==> config.mk <==
export PLATFORM = sky130hd
export DESIGN_NAME = port_egress
export DESIGN_NICKNAME = d
export VERILOG_FILES = /design/src/hdl/buffer_pkg.sv /design/src/hdl/switch_pkg.sv /design/src/hdl/port_egress.sv
export VERILOG_INCLUDE_DIRS = /design/src /design/src/hdl
export SDC_FILE = /design/constraint.sdc
export NUM_CORES = 1
export LEC_CHECK = 0
export BUFFER_PORTS_ARGS = -buffer_cell sky130_fd_sc_hd__buf_2
export CAP_MARGIN = 20
export CORE_AREA = 4 4 64 72
export DETAILED_ROUTE_END_ITERATION = 8
export DIE_AREA = 0 0 68 76
export GPL_TIMING_DRIVEN = 0
export PLACE_DENSITY = 0.77
export SYNTH_ARGS = -nofsm -noshare
export SYNTH_HDL_FRONTEND = slang
export SYNTH_SLANG_ARGS = --single-unit
==> constraint.sdc <==
create_clock -name clk -period 2.3 [get_ports clk]
set_input_delay 0.345 -clock clk [delete_from_list [all_inputs] [get_ports clk]]
set_output_delay 0.345 -clock clk [all_outputs]
set_load 0.03 [all_outputs]
==> src/hdl/switch_macros.svh <==
`ifndef SWITCH_MACROS_SVH
`define SWITCH_MACROS_SVH

// input ports, output ports and banks come in equal numbers
`define SW_NUM_PORTS 2

// halfword width on both packet interfaces
`define SW_DATA_W 16

// bank geometry
`define SW_PAGE_WORDS 8
`define SW_PAGES_PER_BANK 32

// largest packet in pages (64 halfwords)
`define SW_MAX_PAGES 8

// descriptors held per destination
`define SW_QUEUE_DEPTH 8

`endif
==> src/hdl/buffer_pkg.sv <==
`default_nettype none

`include "switch_macros.svh"

package buffer_pkg;

    // one bank per input port
    typedef logic [$clog2(`SW_NUM_PORTS)-1:0] bank_id_t;

    typedef logic [$clog2(`SW_PAGES_PER_BANK)-1:0] page_idx_t;

    // halfword position inside a page
    typedef logic [$clog2(`SW_PAGE_WORDS)-1:0] word_off_t;

    // bank in the upper bits, page below
    typedef struct packed {
        bank_id_t  bank;
        page_idx_t page;
    } buf_addr_t;

    // one bit wider than a page index so a full bank fits
    typedef logic [$clog2(`SW_PAGES_PER_BANK+1)-1:0] free_cnt_t;

endpackage

`default_nettype wire

==> src/hdl/switch_pkg.sv <==
`default_nettype none

`include "switch_macros.svh"

package switch_pkg;

    import buffer_pkg::*;

    typedef logic [$clog2(`SW_NUM_PORTS)-1:0] port_id_t;

    typedef logic [`SW_DATA_W-1:0] half_t;

    // 1 to 64 halfwords
    typedef logic [$clog2(`SW_MAX_PAGES*`SW_PAGE_WORDS+1)-1:0] word_cnt_t;

    // handed from an ingress port to the queue of its destination
    typedef struct packed {
        buf_addr_t head;
        word_cnt_t count;
    } pkt_desc_t;

endpackage

`default_nettype wire

==> src/hdl/port_egress.sv <==
`timescale 1ns/10ps
`default_nettype none

`include "switch_macros.svh"

module port_egress #(
    parameter switch_pkg::port_id_t PORT = '0
) (
    input  logic                  clk,
    input  logic                  rst_n,
    input  switch_pkg::port_id_t  phase,
    input  logic                  q_valid,
    input  switch_pkg::pkt_desc_t q_desc,
    output logic                  q_pop,
    output logic                  rd_en,
    output buffer_pkg::bank_id_t  rd_bank,
    output buffer_pkg::page_idx_t rd_page,
    output buffer_pkg::word_off_t rd_off,
    input  switch_pkg::half_t     bank_data,
    input  buffer_pkg::page_idx_t bank_next,
    output logic                  free_push,
    output buffer_pkg::bank_id_t  free_bank,
    output buffer_pkg::page_idx_t free_page,
    input  logic                  ready,
    output logic                  rd_sop,
    output logic                  rd_eop,
    output logic                  rd_vld,
    output switch_pkg::half_t     rd_data
);
    import buffer_pkg::*;
    import switch_pkg::*;

    typedef enum logic [1:0] {S_IDLE, S_READ, S_WAIT, S_PRESENT} state_t;

    state_t    state;
    bank_id_t  bank;
    page_idx_t page;
    word_off_t off;
    word_cnt_t remain;
    logic      first;
    logic      page_end;
    logic      issue;

    // reads only in owned cycles; a read may overlap the handshake
    assign issue = phase == PORT &&
                   (state == S_READ || (state == S_PRESENT && ready && remain != '0));

    assign q_pop   = state == S_IDLE && q_valid;
    assign rd_en   = issue;
    assign rd_bank = bank;
    assign rd_page = page;
    assign rd_off  = off;

    // page goes back to its list as its last halfword is read
    assign free_push = issue &&
                       (off == word_off_t'(`SW_PAGE_WORDS-1) || remain == word_cnt_t'(1));
    assign free_bank = bank;
    assign free_page = page;

    always_ff @(posedge clk) begin
        if (!rst_n) begin
            state  <= S_IDLE;
            rd_vld <= 1'b0;
            rd_sop <= 1'b0;
            rd_eop <= 1'b0;
        end else begin
            case (state)
                S_IDLE: begin
                    if (q_valid) begin
                        state <= S_READ;
                    end
                end
                S_READ: begin
                    if (issue) begin
                        state <= S_WAIT;
                    end
                end
                S_WAIT: begin
                    rd_vld <= 1'b1;
                    rd_sop <= first;
                    rd_eop <= remain == '0;
                    state  <= S_PRESENT;
                end
                default: begin
                    // output held until the sink takes it
                    if (ready) begin
                        rd_vld <= 1'b0;
                        rd_sop <= 1'b0;
                        rd_eop <= 1'b0;
                        if (issue) begin
                            state <= S_WAIT;
                        end else if (remain == '0) begin
                            state <= S_IDLE;
                        end else begin
                            state <= S_READ;
                        end
                    end
                end
            endcase
        end
    end

    always_ff @(posedge clk) begin
        if (q_pop) begin
            bank   <= q_desc.head.bank;
            page   <= q_desc.head.page;
            off    <= '0;
            remain <= q_desc.count;
            first  <= 1'b1;
        end
        if (issue) begin
            off      <= off + 1'b1;
            remain   <= remain - 1'b1;
            page_end <= off == word_off_t'(`SW_PAGE_WORDS-1);
        end
        if (state == S_WAIT) begin
            rd_data <= bank_data;
            first   <= 1'b0;
            // follow the jump table into the next page
            if (page_end) begin
                page <= bank_next;
            end
        end
    end

endmodule

`default_nettype wire

==> results by group, run 1 <==
Outcome
  – Status: complete, no violations

Routing
  – Number of remaining DRC errors: 0
  – Wire per inst: around 12 um
  – DRT Wirelength: ~3400 um
  – Vias/cell: 4.66
  – DR vias: between 1000 and 1500
  – DR pass1 iterations: 4
  – Number of DRC violations after detailed-routing iteration 0: between 70 and 80
  – Post-route ant nets: 0

Worst setup path
  – Worst path buffer plus inverter count: 3
  – CP Class: reg2out
  – Reg2reg setup slack: 320 ps
  – CP arrival: 1870 ps
  – WP depth: 6
  – CP delay by family, top: flip-flops
  – Worst Reg-to-Reg Cells: 6
  – Slowest cell on crit path: edfxtp_1
  – Crit-path cells: nor4_4, a31oi_2, o21bai_4, buf_8, inv_1, buf_2
  – CP Max Fanout: 10
  – Crit start category: flip-flop
  – Endpoint of the lowest-slack register-to-register path: state[0]
  – Crit path required time: slightly below 2000 ps
  – FF-to-FF Start: state[0]
  – Crit end category: output pin
  – Crit-path max cell delay: about 460 ps

Final layout
  – Final nets: 276
  – Share of layout cells above drive strength 1: 47.8%
  – Seq. cell area: 1060 um2
  – Diode count: 0
  – Multi-input gate area: between 600 and 700 um2
  – Most frequent cells in the layout: 75 x buf_2, 28 x edfxtp_1, 14 x buf_4, 12 x nand2_1
  – Area grow syn2layout: 34.6%
  – Commonest non-fill, non-tap cell in the layout: buf_2
  – Final-layout fill cell count: roughly 340

Yosys
  – Gate Count Post-Synth: around 140
  – Largest family of logic cells by synthesized area: simple AND/OR/NAND/NOR gates
  – Simple-gate portion of the synthesized area: under 10%
  – Cell Area, Synth: 1780 um2
  – Post-synthesis sequential area ratio: about three fifths
  – Post-synthesis compound-gate area fraction: 8.15%
  – Syn_area_per_cell: around 13 um2
  – Xor/xnor share of the synthesized area: under 10%
  – Adder-Cell Fraction of Synth Area: 7.02%
  – Yosys reg bits: 39
  – Syn_nets: approximately 190
  – Post-synthesis mux area share: 7.79%
  – Yosys cell types: 33
  – Yosys warns: 0

Global routing
  – Vias in the first global route: between 1000 and 1500
  – First-pass GRT wire length: about 5100 um
  – GR Overflow Total: 0
  – Gr usage total: between 10% and 20%
  – Largest net degree at the start of global routing: 25
  – Initial antenna violation count: 0

Timing
  – Relative slew margins: 68.0%
  – Final setup violation count: 0
  – Fin. max-slew vios: 0
  – Fmax: about 450 MHz
  – Unrepaired setup endpoints after global routing: yes
  – Final Skew: between 4 and 5 ps
  – Tcrit/Tclk final: a little over nine tenths
  – Worst Tran Pin Value: a little under 500 ps
  – Post-route minimum period: roughly 2200 ps
  – Hold Fails Final Rpt: 0
  – Worst Hold Margin: 232 ps

Worst hold path
  – Worst hold path class: in2reg
  – Hold Path Cell Cnt: 1
  – HP Start: bank_data[8]
  – Min-Delay Endpoint: rd_data[8]

Floorplan
  – Die Y: roughly 76 um
  – Core Area: between 3000 and 4000 um2
  – Io pins: 76
  – Rows: 24
  – Initial core utilization: between 40 and 50%
  – Die footprint: roughly 5200 um2
  – Die Wd: around 68 um

Clocking
  – Clk buf depth: 2
  – Cts bufs inserted: 5
  – Worst-path clk slew: approximately 80 ps
  – Worst skew pair latency: just under 300 ps
  – H-tree levels: 2
  – Number of clock sinks: 39
  – CTS tree: yes
  – Root buffer cell: clkbuf_8

Power and ir drop
  – Clk pwr share: 18.2%
  – Internal power: approximately 1.8 mW
  – Power per cell area: ~1300 nW/um2
  – Leakage power total: approximately 1.1 nW
  – Peak supply drop: ~0.61 mV
  – Seq pwr share: a little under two fifths
  – Net Switching: about 1.2 mW
  – Part of the power in combinational logic: 43.4%
  – Switching share of power: a little under 40%
  – Total power: just over 3 mW

Placement
  – PortBufs: 75
  – Detailed placement HPWL: approximately 2600 um
  – GPL Wtd Cong: about 0.7

Job
  – MaxCap Viol Count: 0
[state kept, by name, indices dropped and copies added (netlist names)]
signal,flops
rd_data,16
remain,7
free_page,5
rd_off,3
state,2
first,1
free_bank,1
page_end,1
rd_eop,1
rd_sop,1
rd_vld,1
[metal layers]
metal	GRT usage (%)	part of all wire, %
met5	0	0
met4	4.77	2.1
met3	6.05	12
met2	20.1	45
met1	15.6	41
[metrics by stage]
stage | cells | cell area [um2] | setup WS [ps] | utilization (%) | setup TNS, ps
detailed placement | 264 | 2220 | 23.7 | 56.9 | 0
finish | 280 | 2400 | 80.6 | 61.4 | 0
floorplan | 137 | 1780 | 378 | - | 0
CTS | 273 | 2340 | 12.9 | 60.0 | 0
global route | 280 | 2400 | -55.1 | 61.4 | -83.2
global placement | 264 | 2220 | 84.9 | 56.9 | 0
[power by group through the flow]
stage / Sequential (mW) / Combinational (mW) / Clock [mW]
final: 1.17 / 1.33 / 0.555
after global routing: 1.20 / 1.43 / 0.613
after CTS: 1.18 / 1.29 / 0.576
after detailed placement: 1.19 / 1.28 / 0
after global placement: 1.18 / 1.26 / 0
after floorplan: 1.47 / 0.653 / 0
[cell families after synthesis]
kind of cell               Yosys count
DFF                                 39
and+or+nand+nor                     32
AOI/OAI and AO/OA                   20
buffers and inverters               19
muxes                               12
adders and majority gates           10
xor gates and xnor gates             5
[worst max-delay path by stage]
| stage | slack [ps] | from | end |
|---|---|---|---|
| final | 80 | remain[3] | rd_en |
| after global placement | 80 | state[0] | state[0] |
| after detailed placement | 20 | state[0] | state[0] |
| after global routing | -60 | remain[3] | rd_en |
| after CTS | 10 | state[0] | state[0] |
| after floorplan | 380 | state[0] | state[0] |
[synth_stat cells]
master / instances / area share [%]
nand2_1: 12 / 2.5
o21a_1: 1 / 0.42
a21oi_1: 1 / 0.28
ha_1: 10 / 7.0
and3_2: 1 / 0.42
xor2_1: 2 / 0.98
a221oi_1: 1 / 0.49
clkbuf_1: 1 / 0.21
nor3_1: 1 / 0.28
nor2_1: 9 / 1.9
nor4_1: 1 / 0.35
nand2b_1: 1 / 0.35
o22ai_1: 1 / 0.35
nor4_4: 1 / 1.2
nor2b_1: 4 / 1.4
inv_1: 11 / 2.3
a32oi_1: 2 / 0.98
mux2i_1: 6 / 3.4
a22oi_1: 1 / 0.42
xnor2_1: 3 / 1.5
buf_8: 1 / 0.84
and2_1: 1 / 0.35
a31oi_2: 1 / 0.70
mux2_4: 3 / 2.5
mux2_2: 3 / 1.9
or3_1: 1 / 0.35
o21bai_4: 1 / 1.1
a31oi_1: 2 / 0.70
o311ai_0: 1 / 0.49
dfxtp_1: 11 / 12
o21ai_0: 8 / 2.2
buf_4: 6 / 2.5
edfxtp_1: 28 / 47
[cell type report]
type                            instances  share of cell area (%)
Sequential cell                        39                    44.3
Multi-Input combinational cell         79                    25.8
Timing Repair Buffer                   83                    18.2
Clock buffer                            5                    2.87
Tap cell                               52                    2.71
Buffer                                  8                    2.66
Clock inverter                          3                    1.83
Inverter                               11                    1.72
[repair_timing]
action                                 in CTS  in global routing
hold buffers                                0                  0
pin swaps                                   1                  3
endpoints found under the hold margin       0                  0
setup endpoints to repair                   1                  4
buffers inserted                            1                  7
resized for setup                           0                  1
(Power assumes the default switching activity.)
==> run 2, diff against run 1 <==
CELL_PAD_IN_SITES_DETAIL_PLACEMENT = 0   (was unset)
CELL_PAD_IN_SITES_GLOBAL_PLACEMENT = 1   (was unset)
CORE_AREA = 4 4 73 81   (was 4 4 64 72)
DIE_AREA = 0 0 77 85   (was 0 0 68 76)
PLACE_DENSITY = unset   (was 0.77)
PLACE_DENSITY_LB_ADDON = 0.1   (was unset)
==> run 2 against run 1 <==
Design area up 1.5%. Non-clock buffer count up 3. Register-to-register slack worse by 130 ps. Clock power up 5.6%. Setup slack better by 20 ps. Count of clock-buffer cells in the layout up 1. Wire length up 11%. Die area up 27%. Largest cell class unchanged.
==> results by group, run 2 (same netlist as run 1, synthesis figures left out) <==
Timing
  – Post-route worst setup slack: 101 ps (+20.2 ps)
  – Relative slew margins: 64.0% (-4.0 points)
  – Hold Fails Final Rpt: 0 (unchanged)
  – Worst Tran Pin Value: 541 ps (+60.0 ps)
  – Final Skew: 7.92 ps (+3.32 ps)
  – Fmax: 455 MHz (+0.92%)
  – Final setup violation count: 0 (unchanged)
  – Fin. max-slew vios: 0 (unchanged)
  – Post-route minimum period: 2200 ps (-20.2 ps)
  – Tcrit/Tclk final: 95.6% (-0.88 points)

Worst setup path
  – Crit start category: flip-flop
  – Crit end category: output pin
  – CP arrival: 1850 ps (-20 ps)
  – Crit-path max cell delay: 460 ps (about the same)
  – CP Class: reg2out
  – Crit path required time: 1960 ps (about the same)
  – Slowest cell on crit path: edfxtp_1
  – Worst path buffer plus inverter count: 3 (unchanged)
  – CP delay by family, top: flip-flops
  – CP Max Fanout: 7 (-3)
  – Crit-path cells: nor4_4, a31oi_2, o21bai_4, buf_8, inv_1, buf_2

Clocking
  – CTS tree: yes
  – Number of clock sinks: 39 (unchanged)
  – Clk buf depth: 2 (unchanged)
  – H-tree levels: 2 (unchanged)
  – Root buffer cell: clkbuf_8
  – Cts hold-fix bufs: 0 (unchanged)
  – Worst-path clk slew: 70 ps (about the same)
  – Worst skew pair latency: 290 ps (about the same)
  – Cts bufs inserted: 5 (unchanged)

Power and ir drop
  – Leakage power total: 1.14 nW (+1.2%)
  – Part of the power in combinational logic: 43.9% (+0.5 points)
  – Peak supply drop: 0.534 mV (-13%)
  – Power per cell area: 1280 nW/um2 (+0.74%)
  – Clk pwr share: 18.8% (+0.6 points)
  – Seq pwr share: 37.3% (-1.1 points)
  – Switching share of power: 39.5% (-0.15 points)
  – Total power: 3.12 mW (+2.2%)
  – Net Switching: 1.23 mW (+1.8%)
  – Internal power: 1.89 mW (+2.5%)

Floorplan
  – Rows: 27 (+13%)
  – Die Wd: 77 um (+13%)
  – Io pins: 76 (unchanged)
  – Core Area: 5030 um2 (+29%)
  – Die footprint: 6550 um2 (+27%)
  – Initial core utilization: 35.4% (-10 points)
  – Die Y: 85 um (+12%)

Routing
  – DR pass1 iterations: 4 (unchanged)
  – Number of remaining DRC errors: 0 (unchanged)
  – DR vias: 1324 (+1.5%)
  – DRT Wirelength: 3810 um (+11%)
  – Wire per inst: 13.2 um (+7.1%)
  – Post-route ant nets: 0 (unchanged)
  – Vias/cell: 4.58 (-1.7%)
  – Number of DRC violations after detailed-routing iteration 0: 26 (-65%)

Final layout
  – Max FFs per register: 16 (unchanged)
  – Commonest non-fill, non-tap cell in the layout: buf_2
  – Final nets: 279 (+1.1%)
  – Most frequent cells in the layout: 75 x buf_2, 28 x edfxtp_1, 17 x buf_4, 12 x nand2_1
  – Share of layout cells above drive strength 1: 48.5% (+0.68 points)
  – Finished Layout Cells: 289 (+3.2%)
  – Diode count: 0 (unchanged)
  – Most flops, register: rd_data
  – Area grow syn2layout: 36.5%

Job
  – MaxCap Viol Count: 0 (unchanged)

Placement
  – Dpl ws: -81.7 ps (-105 ps)
  – Dpl cells: 270 (+2.3%)
  – GPL Wtd Cong: 0.728 (+5.1%)
  – PortBufs: 75 (unchanged)
  – Detailed placement HPWL: 2880 um (+11%)

Global routing
  – Vias in the first global route: 1316 (+12%)
  – First-pass GRT wire length: 5820 um (+14%)
  – Largest net degree at the start of global routing: 25 (unchanged)
  – GR Overflow Total: 0 (unchanged)
  – Gr usage total: 11.2% (-1.8 points)
  – Initial antenna violation count: 0 (unchanged)

Worst hold path
  – Worst hold path class: in2reg

Outcome
  – Status: complete, no violations
## run 2: per-stage QoR
| step | hold slack (ps) | TNS, ps | instance area (um2) | utilization, % |
|---|---|---|---|---|
| global route | 217 | -23.3 | 2430 | 48.3 |
| CTS | 224 | 0 | 2360 | 47.0 |
| finish | 234 | 0 | 2430 | 48.3 |
| global placement | 464 | 0 | 2230 | 44.3 |
| floorplan | 440 | 0 | 1780 | - |
| detailed placement | 474 | -81.7 | 2230 | 44.3 |
## run 2: final timing paths
kind | start | endpoint | slack [ps] | cells after the start
worst max register to register | state[0] | state[0] | 190 | 6
worst max-delay path | remain[4] | rd_en | 100 | 6
worst min-delay path | q_desc[12] | free_bank | 230 | 1
worst min register to register | first | first | 480 | 2
## run 2: final cells by class
class / instances / area (um2)
inverters: 11 / 41.3
multi-input cells: 79 / 618
fillers: 472 / 2600
plain buffers: 8 / 63.8
well taps: 58 / 72.6
flip-flops and latches: 39 / 1060
repair buffers: 86 / 458
clock buffers: 6 / 82.6
clock inverters: 2 / 35.0
## run 2: per-layer routing
layer,vias to the layer above,part of all wire [%],GRT usage [%]
met2,49,50,19.7
met4,0,1.3,4.69
met5,-,0,0
met1,607,41,11.9
li1,664,-,-
met3,4,7.4,4.56
## run 2: timing repair
item                                    in CTS  in global routing
setup buffers                                2                  9
resized for setup                            1                  0
pin swaps                                    0                  3
endpoints found under the setup margin       3                  2
## run 2: power by group through the flow
| stage | Combinational, mW | Clock [mW] | Sequential [mW] |
|---|---|---|---|
| final | 1.37 | 0.586 | 1.16 |
| after global routing | 1.48 | 0.636 | 1.19 |
| after CTS | 1.34 | 0.609 | 1.17 |
| after detailed placement | 1.30 | 0 | 1.19 |
| after global placement | 1.28 | 0 | 1.18 |
| after floorplan | 0.653 | 0 | 1.47 |
==> run 3, diff against run 2 <==
clock period = 2.4 ns   (was 2.3 ns; I/O delays follow)
==> run 3 against run 2 <==
Global-route usage down 0.11 points. Cell count decreased by 1.4%. Register-to-register slack improved by 90 ps. Critical path depth stayed put. Sequential power fell by 3%. Count of clock-buffer cells in the layout unchanged. First-iteration DRC count increased by 7.7%. Die area is the same. Clock power down 3.6%. Non-clock buffer count fell by 4. Critical path type unchanged. Largest cell class unchanged. Largest power group unchanged.
==> results by group, run 3 (same netlist as run 1, synthesis figures left out) <==
Worst setup path
  – Crit-path cells: nor4_4, a31oi_2, o21bai_4, buf_8, inv_1, buf_2
  – Crit start category: flip-flop
  – Crit end category: output pin
  – Worst path buffer plus inverter count: 3 (unchanged)
  – CP delay by family, top: flip-flops
  – CP Class: reg2out
  – Crit path required time: 2040 ps (+80 ps)
  – CP arrival: 1900 ps (+50 ps)
  – Slowest cell on crit path: edfxtp_1
  – Crit-path max cell delay: 470 ps (about the same)
  – CP Max Fanout: 7 (unchanged)

Global routing
  – First-pass GRT wire length: 5750 um (-1.2%)
  – Gr usage total: 11.1% (-0.11 points)
  – Vias in the first global route: 1303 (-0.99%)
  – Initial antenna violation count: 0 (unchanged)
  – Largest net degree at the start of global routing: 25 (unchanged)
  – GR Overflow Total: 0 (unchanged)

Power and ir drop
  – Leakage power total: 1.12 nW (-1.7%)
  – Internal power: 1.78 mW (-5.5%)
  – Seq pwr share: 38.0% (+0.7 points)
  – Total power: 2.96 mW (-5.1%)
  – Switching share of power: 39.8% (+0.26 points)
  – Part of the power in combinational logic: 42.9% (-1.0 points)
  – Clk pwr share: 19.1% (+0.3 points)
  – Power per cell area: 1230 nW/um2 (-3.9%)
  – Net Switching: 1.18 mW (-4.5%)
  – Peak supply drop: 0.518 mV (-3.0%)

Floorplan
  – Die footprint: 6550 um2 (unchanged)
  – Die Wd: 77 um (unchanged)
  – Die Y: 85 um (unchanged)
  – Core Area: 5030 um2 (unchanged)
  – Io pins: 76 (unchanged)
  – Rows: 27 (unchanged)
  – Initial core utilization: 35.4% (unchanged)

Routing
  – Met1 WL: 1560 um (-0.13%)
  – Met3 routed wirelength: 292 um (+4.3%)
  – Wire per inst: 13.2 um (+0.50%)
  – DR vias: 1305 (-1.4%)
  – DR pass1 iterations: 4 (unchanged)
  – Vias/cell: 4.58 (about the same)
  – Number of DRC violations after detailed-routing iteration 0: 28 (+7.7%)
  – DRT Wirelength: 3770 um (-0.89%)
  – Number of remaining DRC errors: 0 (unchanged)
  – Post-route ant nets: 0 (unchanged)
  – Detailed route wirelength on metal2: 1870 um (-2.3%)
  – Max layer used: met4

Final layout
  – Final nets: 275 (-1.4%)
  – Most flops, register: rd_data
  – Share of layout cells above drive strength 1: 47.6% (-0.91 points)
  – Most frequent cells in the layout: 75 x buf_2, 28 x edfxtp_1, 13 x buf_4, 12 x nand2_1
  – Commonest non-fill, non-tap cell in the layout: buf_2
  – Diode count: 0 (unchanged)
  – Max FFs per register: 16 (unchanged)
  – Final-layout fill cell count: 469 (-0.64%)
  – Multi-input gate area: 618 um2 (unchanged)
  – Seq. cell area: 1060 um2 (unchanged)
  – Area grow syn2layout: 34.8%

Clocking
  – Root buffer cell: clkbuf_8
  – CTS tree: yes
  – Worst skew pair latency: 290 ps (about the same)
  – Clk buf depth: 2 (unchanged)
  – Number of clock sinks: 39 (unchanged)
  – Cts hold-fix bufs: 0 (unchanged)
  – Worst-path clk slew: 80 ps (about the same)
  – H-tree levels: 2 (unchanged)
  – Cts bufs inserted: 5 (unchanged)

Timing
  – TNS Setup: 0 ps (unchanged)
  – Fmax: ~440 MHz
  – Fin. max-slew vios: 0 (unchanged)
  – Unrepaired setup endpoints after global routing: no
  – Worst Tran Pin Value: 545 ps (+4.86 ps)
  – Relative slew margins: 63.6% (-0.32 points)
  – Final setup violation count: 0 (unchanged)
  – Tcrit/Tclk final: about 94%
  – Final Skew: 6.32 ps (-1.60 ps)
  – Hold Fails Final Rpt: 0 (unchanged)
  – Post-route worst setup slack: 142 ps (+41.0 ps)
  – Post-route minimum period: about 2300 ps

Job
  – MaxCap Viol Count: 0 (unchanged)

Outcome
  – Status: complete, no violations

Worst hold path
  – Worst hold path class: in2reg

Placement
  – Dpl ws: 18.3 ps (+100 ps)
  – GPL Wtd Cong: 0.728 (unchanged)
  – PortBufs: 75 (unchanged)
  – Detailed placement HPWL: 2880 um (unchanged)
-- run 3: power by group through the flow --
stage | Clock, mW | Sequential [mW] | Combinational [mW]
CTS | 0.583 | 1.13 | 1.26
global placement | 0 | 1.13 | 1.23
global route | 0.612 | 1.15 | 1.38
finish | 0.565 | 1.12 | 1.27
detailed placement | 0 | 1.14 | 1.25
floorplan | 0 | 1.41 | 0.626
-- run 3: repair_timing --
item | 4_1_cts | 5_1_grt
endpoints found under the setup margin | 1 | 2
pin swaps | 0 | 2
buffers inserted | 0 | 7
resized for setup | 1 | 0
-- run 3: final cells by class --
cell class / count / area share [%]
buffer: 8 / 2.66
clock inverter: 2 / 1.46
inverter: 11 / 1.72
sequential: 39 / 44.2
timing repair buffer: 82 / 17.8
tap: 58 / 3.02
clock buffer: 6 / 3.44
multi-input combinational: 79 / 25.7
-- run 3: worst paths after layout --
kind | startpoint | end | slack (ps) | cells after the start
worst min register to register | first | first | 490 | 2
worst min-delay path | q_desc[12] | free_bank | 250 | 1
worst max register to register | state[0] | state[0] | 280 | 6
worst max-delay path | remain[4] | rd_en | 140 | 6
-- run 3: stage by stage --
stage / area [um2] / std cells / hold WS [ps] / util, %
finish: 2400 / 285 / 249 / 47.7
global placement: 2230 / 270 / 464 / 44.3
detailed placement: 2230 / 270 / 474 / 44.3
CTS: 2350 / 278 / 239 / 46.7
global route: 2400 / 285 / 232 / 47.7
floorplan: 1780 / 137 / 440 / -
-- run 3: per-layer routing --
layer	up-vias	track usage, %
met1	592	11.7
met5	-	0
li1	656	-
met2	53	19.5
met4	0	4.69
met3	4	4.56
